**config.mk**
```make
export PLATFORM = sky130hd
export DESIGN_NAME = nice_string_top
export DESIGN_NICKNAME = d
export VERILOG_FILES = /design/src/hw/nice_string_pkg.sv /design/src/hw/repeating_char_tracker.sv /design/src/hw/letter_pair_tracker.sv /design/src/hw/nice_string_counter.sv /design/src/hw/nice_string_top.sv
export SDC_FILE = /design/constraint.sdc
export NUM_CORES = 2
export LEC_CHECK = 0
export ABC_AREA = 1
export BUFFER_PORTS_ARGS = -buffer_cell sky130_fd_sc_hd__buf_2
export CORE_MARGIN = 2
export CORE_UTILIZATION = 65
export CTS_CLUSTER_DIAMETER = 60
export CTS_CLUSTER_SIZE = 25
export DETAILED_ROUTE_END_ITERATION = 8
export HOLD_SLACK_MARGIN = 0.08
export PLACE_DENSITY_LB_ADDON = 0.08
export SLEW_MARGIN = 20
export SYNTH_ARGS = -nofsm -noshare
export SYNTH_HDL_FRONTEND = slang
export SYNTH_SLANG_ARGS = --single-unit
```
**constraint.sdc**
```tcl
create_clock -name clk -period 5.9 [get_ports clk]
set_input_delay 0.885 -clock clk [delete_from_list [all_inputs] [get_ports clk]]
set_output_delay 0.885 -clock clk [all_outputs]
set_load 0.01 [all_outputs]
```
**src/hw/nice_string_pkg.sv**
```systemverilog
`default_nettype none

package nice_string_pkg;

    // ==================================================
    // character codes and widths
    // ==================================================

    localparam int CHAR_WIDTH = 8;
    localparam int LETTER_COUNT = 26;

    // only the codes the trackers decode, values from the ASCII table
    typedef enum logic [CHAR_WIDTH-1:0] {
        CHAR_NULL = 8'h00,
        CHAR_LF   = 8'h0A,
        CHAR_A    = 8'h61,
        CHAR_Z    = 8'h7A
    } char_t;

    // per-line result, both bits valid alongside string_valid
    typedef struct packed {
        logic has_repeating_char;
        logic has_double_pair;
    } string_flags_t;

    function automatic logic is_letter(input logic [CHAR_WIDTH-1:0] code);
        return (code >= CHAR_A) && (code <= CHAR_Z);
    endfunction

endpackage

`default_nettype wire

```
**src/hw/repeating_char_tracker.sv**
```systemverilog
`timescale 1ns/1ps
`default_nettype none

module repeating_char_tracker (
    input wire clk,
    input wire reset,
    input wire inbound_valid,
    input wire [nice_string_pkg::CHAR_WIDTH-1:0] inbound_data,
    output logic end_of_file,
    output logic has_repeating_char,
    output logic string_valid
);

    // entry 0 is the newest accepted character, entry 1 the one before it
    logic [1:0][nice_string_pkg::CHAR_WIDTH-1:0] char_history;
    logic completes_repeat;

    // ==================================================
    // character history
    // ==================================================

    always_ff @(posedge clk) begin
        if (reset) begin
            char_history <= {nice_string_pkg::CHAR_NULL, nice_string_pkg::CHAR_NULL};
        end else if (inbound_valid) begin
            char_history <= {char_history[0], inbound_data};
        end
    end

    // a line feed or NUL in the history is not a letter, so matches never
    // reach across a line boundary
    assign completes_repeat = nice_string_pkg::is_letter(inbound_data) &&
                              nice_string_pkg::is_letter(char_history[0]) &&
                              nice_string_pkg::is_letter(char_history[1]) &&
                              (inbound_data == char_history[1]);

    // ==================================================
    // x?x flag
    // ==================================================

    always_ff @(posedge clk) begin
        if (reset) begin
            has_repeating_char <= 1'b0;
        end else begin
            if (string_valid) begin
                has_repeating_char <= 1'b0;
            end
            // a letter landing on the clearing edge still sets the flag
            if (inbound_valid && completes_repeat) begin
                has_repeating_char <= 1'b1;
            end
        end
    end

    // ==================================================
    // line framing
    // ==================================================

    always_ff @(posedge clk) begin
        if (reset) begin
            end_of_file <= 1'b0;
            string_valid <= 1'b0;
        end else begin
            string_valid <= 1'b0;
            if (inbound_valid) begin
                unique case (inbound_data)
                    nice_string_pkg::CHAR_NULL: begin
                        end_of_file <= 1'b1;
                    end
                    nice_string_pkg::CHAR_LF: begin
                        string_valid <= 1'b1;
                    end
                    default: ;
                endcase
            end
        end
    end

    // one pulse per line feed, lines are never empty
    string_valid_single_cycle: assert property (
        @(posedge clk) disable iff (reset)
        string_valid |=> !string_valid
    );

endmodule

`default_nettype wire

```
**src/hw/letter_pair_tracker.sv**
```systemverilog
`timescale 1ns/1ps
`default_nettype none

module letter_pair_tracker (
    input wire clk,
    input wire reset,
    input wire inbound_valid,
    input wire [nice_string_pkg::CHAR_WIDTH-1:0] inbound_data,
    input wire string_valid,
    output logic has_double_pair
);

    localparam int PAIR_COUNT = nice_string_pkg::LETTER_COUNT * nice_string_pkg::LETTER_COUNT;
    localparam int PAIR_INDEX_WIDTH = $clog2(PAIR_COUNT);

    typedef logic [PAIR_INDEX_WIDTH-1:0] pair_index_t;

    logic [nice_string_pkg::CHAR_WIDTH-1:0] prev_char;
    logic [PAIR_COUNT-1:0] seen_pairs;
    logic pending_valid;
    pair_index_t pending_index;

    logic cur_is_pair;
    pair_index_t cur_index;
    logic cur_seen;

    // index is first letter times 26 plus second letter
    function automatic pair_index_t pair_index(
        input logic [nice_string_pkg::CHAR_WIDTH-1:0] first,
        input logic [nice_string_pkg::CHAR_WIDTH-1:0] second
    );
        pair_index_t first_off;
        pair_index_t second_off;
        first_off = PAIR_INDEX_WIDTH'(first - nice_string_pkg::CHAR_A);
        second_off = PAIR_INDEX_WIDTH'(second - nice_string_pkg::CHAR_A);
        return PAIR_INDEX_WIDTH'(first_off * nice_string_pkg::LETTER_COUNT + second_off);
    endfunction

    // ==================================================
    // current pair lookup
    // ==================================================

    assign cur_is_pair = nice_string_pkg::is_letter(prev_char) &&
                         nice_string_pkg::is_letter(inbound_data);
    assign cur_index = pair_index(prev_char, inbound_data);

    // the index is only in range for a letter pair
    assign cur_seen = cur_is_pair ? seen_pairs[cur_index] : 1'b0;

    always_ff @(posedge clk) begin
        if (reset) begin
            prev_char <= nice_string_pkg::CHAR_NULL;
        end else if (inbound_valid) begin
            prev_char <= inbound_data;
        end
    end

    // ==================================================
    // seen set with one character of insert delay
    // ==================================================

    // the pair ending at the previous character goes into the set only now,
    // so "aaa" finds nothing while "aaaa" matches the first pair
    always_ff @(posedge clk) begin
        if (reset) begin
            seen_pairs <= '0;
            pending_valid <= 1'b0;
            pending_index <= '0;
        end else begin
            if (string_valid) begin
                seen_pairs <= '0;
                pending_valid <= 1'b0;
            end
            if (inbound_valid) begin
                if (pending_valid) begin
                    seen_pairs[pending_index] <= 1'b1;
                end
                pending_valid <= cur_is_pair;
                pending_index <= cur_index;
            end
        end
    end

    always_ff @(posedge clk) begin
        if (reset) begin
            has_double_pair <= 1'b0;
        end else begin
            if (string_valid) begin
                has_double_pair <= 1'b0;
            end
            if (inbound_valid && cur_seen) begin
                has_double_pair <= 1'b1;
            end
        end
    end

    // the framing pulse always comes right after a line feed on this same byte stream
    pulse_follows_separator: assert property (
        @(posedge clk) disable iff (reset)
        string_valid |-> !nice_string_pkg::is_letter(prev_char)
    );

endmodule

`default_nettype wire

```
**src/hw/nice_string_counter.sv**
```systemverilog
`timescale 1ns/1ps
`default_nettype none

module nice_string_counter #(
    parameter int COUNT_WIDTH = 16
) (
    input wire clk,
    input wire reset,
    input wire string_valid,
    input wire nice_string_pkg::string_flags_t string_flags,
    input wire end_of_file,
    output logic [COUNT_WIDTH-1:0] nice_count,
    output logic done
);

    logic line_is_nice;
    logic count_full;

    assign line_is_nice = string_valid &&
                          string_flags.has_repeating_char &&
                          string_flags.has_double_pair;

    assign count_full = (nice_count == {COUNT_WIDTH{1'b1}});

    // ==================================================
    // line count
    // ==================================================

    // lines framed after the NUL are ignored, the count holds at all ones
    always_ff @(posedge clk) begin
        if (reset) begin
            nice_count <= '0;
        end else if (line_is_nice && !end_of_file && !count_full) begin
            nice_count <= nice_count + 1'b1;
        end
    end

    // ==================================================
    // completion
    // ==================================================

    always_ff @(posedge clk) begin
        if (reset) begin
            done <= 1'b0;
        end else if (end_of_file) begin
            done <= 1'b1;
        end
    end

    // once done is shown the count is final
    count_frozen_after_done: assert property (
        @(posedge clk) disable iff (reset)
        done |=> $stable(nice_count)
    );

endmodule

`default_nettype wire

```
**src/hw/nice_string_top.sv**
```systemverilog
`timescale 1ns/1ps
`default_nettype none

module nice_string_top #(
    parameter int COUNT_WIDTH = 16
) (
    input wire clk,
    input wire reset,
    input wire inbound_valid,
    input wire [nice_string_pkg::CHAR_WIDTH-1:0] inbound_data,
    output logic string_valid,
    output nice_string_pkg::string_flags_t string_flags,
    output logic [COUNT_WIDTH-1:0] nice_count,
    output logic done
);

    logic end_of_file;
    logic has_repeating_char;
    logic has_double_pair;

    // ==================================================
    // per-line trackers
    // ==================================================

    // framing comes from this block only, the pair tracker follows its pulse
    repeating_char_tracker repeating_char_tracker0 (
        .clk                (clk),
        .reset              (reset),
        .inbound_valid      (inbound_valid),
        .inbound_data       (inbound_data),
        .end_of_file        (end_of_file),
        .has_repeating_char (has_repeating_char),
        .string_valid       (string_valid)
    );

    letter_pair_tracker letter_pair_tracker0 (
        .clk             (clk),
        .reset           (reset),
        .inbound_valid   (inbound_valid),
        .inbound_data    (inbound_data),
        .string_valid    (string_valid),
        .has_double_pair (has_double_pair)
    );

    assign string_flags = '{has_repeating_char: has_repeating_char,
                            has_double_pair: has_double_pair};

    // ==================================================
    // result
    // ==================================================

    nice_string_counter #(
        .COUNT_WIDTH (COUNT_WIDTH)
    ) nice_string_counter0 (
        .clk          (clk),
        .reset        (reset),
        .string_valid (string_valid),
        .string_flags (string_flags),
        .end_of_file  (end_of_file),
        .nice_count   (nice_count),
        .done         (done)
    );

endmodule

`default_nettype wire

```
==> flow_summary.ini <==
[clock_tree]
clk_latency_ns = 0.64
post_cts_buffers = 0
cts_buffers = 48
clk_pin_slew_worst_paths_ns = 0.09
cts_root_buf = clkbuf_16
cts.sinks = 724
h-tree-depth = 2
cts_tree = done
cts_hold_buf = 0
cts_buffer_depth = 3
cts_resized = 0

[timing]
relSlewSlack_pct = 24.9
holdWs_ns = 0.465
rsz0062_at_grt = no
final.period_utilization_pct = 81.3
max_freq_ghz = 0.208
finClkSkew_ns = 0.0312
hold_viol = 0
tightest_slew_ns = 1.13
finalSetupTns_ns = 0
min_period_ns = 4.80
fin_ws_ns = 1.10
drv_slew = 0
finalSetupViolCount = 0

[routing]
drc = 0
num_vias = 33052
route.detailed.wl_per_inst_um = 19.1
wirelength_um = 106000
vias_per_cell = 5.94
first_pass_iters = 5
antenna_left = 0
drtIter0Drc = 4649

[die]
die_x_um = 232
dieArea_um2 = 53700
coreArea_um2 = 51300
initial_core_util_pct = 65.7
rows = 83
die_h_um = 232
io_pins = 31

[place]
place.gp.congestion = 0.918
place_ws_ns = 1.02
hpwl_um = 61500
place_inst = 5473
io_buffers = 30

[synth]
syn_area_um2 = 33700
syn_area_per_cell_um2 = 6.61
synth_nets = 5141
synth-edff-count = 0
synth_flop_cell = dfxtp_1
ys_warn_count = 0
syn_inst = 5096
yosys-top-cells-area = dfxtp_1 43%, nand2_1 25%, a21oi_1 10%, nand3_1 7.8%, clkbuf_1 3.0%
synth_top_cell_area_share_pct = 43.0
synth_cell_types = 46
ys_ff_latch = 724
async_flop_share_pct = 0
yosysTopAreaCell = dfxtp_1
yosysSeqAreaShare_pct = 43.0

[worst_hold_path]
hold_start = letter_pair_tracker0.seen_pairs[609]
holdPathEnd = letter_pair_tracker0.seen_pairs[609]
whs_path_depth = 2
hp-class = flip-flop to flip-flop

[setup_path]
reg2reg_from = letter_pair_tracker0.prev_char[0]
cp-start-kind = flip-flop
path_max_fanout = 12
crit_required_ns = 6.40
critPathArrivalTime_ns = 5.30
critPathKind = flip-flop to flip-flop
crit_path_end_kind = flip-flop
reg2reg_depth = 20
reg2reg_to = letter_pair_tracker0.has_double_pair
rrSetupSlack_ns = 1.10

[global_route]
antenna_found_initial = 0
track_usage_pct = 38.9
grt_pass1_wl_um = 166000
grt_overflow = 0
first_global_vias = 29731
grt_max_degree = 189

[power_and_ir_drop]
p_seq_share_pct = 40.7
pwr-share-comb_pct = 29.0
switching_share_pct = 37.8
p_clk_share_pct = 30.3
p_leak_nw = 12.1
p_per_area_nw_per_um2 = 342
p_int_mw = 7.54
vdd_ir_drop_max_mv = 0.343
power_mw = 12.1
switchingPower_mw = 4.59

[finish]
nFillCells = 4665
nets = 4888
instances_no_fill = 5563
n_antenna_cell = 0
area_growth_syn_to_layout_pct = 5.30
drive_gt1_share_pct = 5.75

[flow_run]
drv_cap = 0

[status]
outcome = completed
synthesized netlist by cell type (2+ instances only):
master,n
nand2_1,2255
dfxtp_1,724
a21oi_1,686
nand3_1,528
clkbuf_1,267
nor2_1,150
buf_2,118
inv_1,94
a22oi_1,45
o21ai_0,31
ha_1,29
nor3_1,21
buf_4,20
nand4_1,19
xor2_1,15
nor3_2,14
nor4_1,12
buf_6,8
buf_1,6
inv_2,6
fa_1,5
a21oi_2,4
nand2_2,4
nand3b_1,4
o21ai_1,3
a211oi_1,2
a21o_1,2
a221oi_1,2
a31oi_1,2
clkinv_1,2
o211ai_1,2
o21a_1,2
sequential cells by signal, indices dropped and copies added (netlist names):
| register | flops |
|---|---|
| letter_pair_tracker0.seen_pairs | 676 |
| letter_pair_tracker0.pending_index | 10 |
| repeating_char_tracker0.string_valid | 1 |
| repeating_char_tracker0.has_repeating_char | 1 |
| nice_string_counter0.nice_count | 16 |
| letter_pair_tracker0.has_double_pair | 1 |
| letter_pair_tracker0.prev_char | 8 |
| letter_pair_tracker0.pending_valid | 1 |
| repeating_char_tracker0.char_history | 8 |
| repeating_char_tracker0.end_of_file | 1 |
| nice_string_counter0.done | 1 |
area by class of cell:
class,count,area (um2),area share (%)
inverter,103,412,1.16
timing repair buffer,116,928,2.62
sequential,724,14500,40.9
tap,680,851,2.40
clock inverter,36,383,1.08
clock buffer,54,1280,3.62
multi-input combinational,3850,17100,48.3
cell usage in the layout (no fill, tap or decap), drive strengths merged, types with 2 or more instances in the layout:
| cell | Yosys | final |
|---|---|---|
| nand2 | 2259 | 2259 |
| dfxtp | 724 | 724 |
| a21oi | 690 | 690 |
| nand3 | 528 | 528 |
| nor2 | 152 | 152 |
| inv | 101 | 123 |
| buf | 152 | 116 |
| clkbuf | 267 | 54 |
| a22oi | 45 | 45 |
| nor3 | 35 | 35 |
| o21ai | 34 | 34 |
| ha | 29 | 29 |
| nand4 | 19 | 19 |
| xor2 | 16 | 16 |
| clkinv | 2 | 13 |
| nor4 | 12 | 12 |
| fa | 5 | 5 |
| nand3b | 4 | 4 |
| a211oi | 3 | 3 |
| a21o | 2 | 2 |
| a31oi | 2 | 2 |
| o21a | 2 | 2 |
| a221oi | 2 | 2 |
| o211ai | 2 | 2 |
| clkinvlp | 0 | 2 |
per-stage QoR:
stage,util [%],instance area (um2)
2_1_floorplan,-,33700
3_3_place_gp,65.9,33800
3_5_place_dp,65.9,33800
4_1_cts,69.1,35500
5_1_grt,69.1,35500
6_report,69.1,35500
cells by family (layout without fill, tap and decap cells):
| logic type | count (synthesis) | count (layout) | synth area share, % |
|---|---|---|---|
| adder cells (fa/ha/maj) | 34 | 34 | 1.37 |
| AO/OA/AOI/OAI | 788 | 788 | 12.3 |
| flip-flops | 724 | 724 | 43.0 |
| AND/OR/NAND/NOR | 3012 | 3012 | 36.2 |
| XOR/XNOR | 16 | 16 | 0.438 |
| buffers and inverters | 522 | 309 | 6.67 |
worst max path at each step:
stage	end	slack (ns)	startpoint
finish	letter_pair_tracker0.has_double_pair	1.10	letter_pair_tracker0.prev_char[0]
global route	letter_pair_tracker0.has_double_pair	0.70	letter_pair_tracker0.prev_char[0]
CTS	letter_pair_tracker0.has_double_pair	1.20	letter_pair_tracker0.prev_char[0]
detailed placement	letter_pair_tracker0.has_double_pair	1.02	inbound_data[0]
global placement	letter_pair_tracker0.has_double_pair	1.06	inbound_data[0]
floorplan	letter_pair_tracker0.has_double_pair	2.10	letter_pair_tracker0.prev_char[0]
layer usage:
metal / up-vias / wire length, um / global-route usage (%)
met5: - / 0 / 0
li1: 15893 / - / -
met4: 0 / 3860 / 14.3
met2: 1655 / 47000 / 60.2
met1: 15258 / 43600 / 54.0
met3: 246 / 11800 / 7.52
power groups by stage:
stage | clock network [mW] | logic [mW] | registers, mW
after detailed placement | 0 | 3.37 | 5.05
after floorplan | 0 | 2.25 | 5.04
after CTS | 3.69 | 3.38 | 4.94
after global routing | 3.87 | 3.78 | 4.94
after global placement | 0 | 3.37 | 5.05
final | 3.67 | 3.52 | 4.94
critical path, cell delays in order (launching register included):
cell     delay [ns]
dfxtp_1        0.34
inv_1          0.26
ha_1           0.27
xor2_1         0.27
ha_1           0.29
ha_1           0.32
xor2_1         0.27
fa_1           0.44
ha_1           0.37
inv_1          0.07
nand2_1        0.05
nand2_1        0.43
inv_1          0.42
a21oi_1        0.21
nand2_1        0.15
nand3_1        0.10
nand3_1        0.08
nand2_1        0.09
a21oi_1        0.07
nand2_1        0.11
a21oi_2        0.05
(Power assumes the default switching activity.)
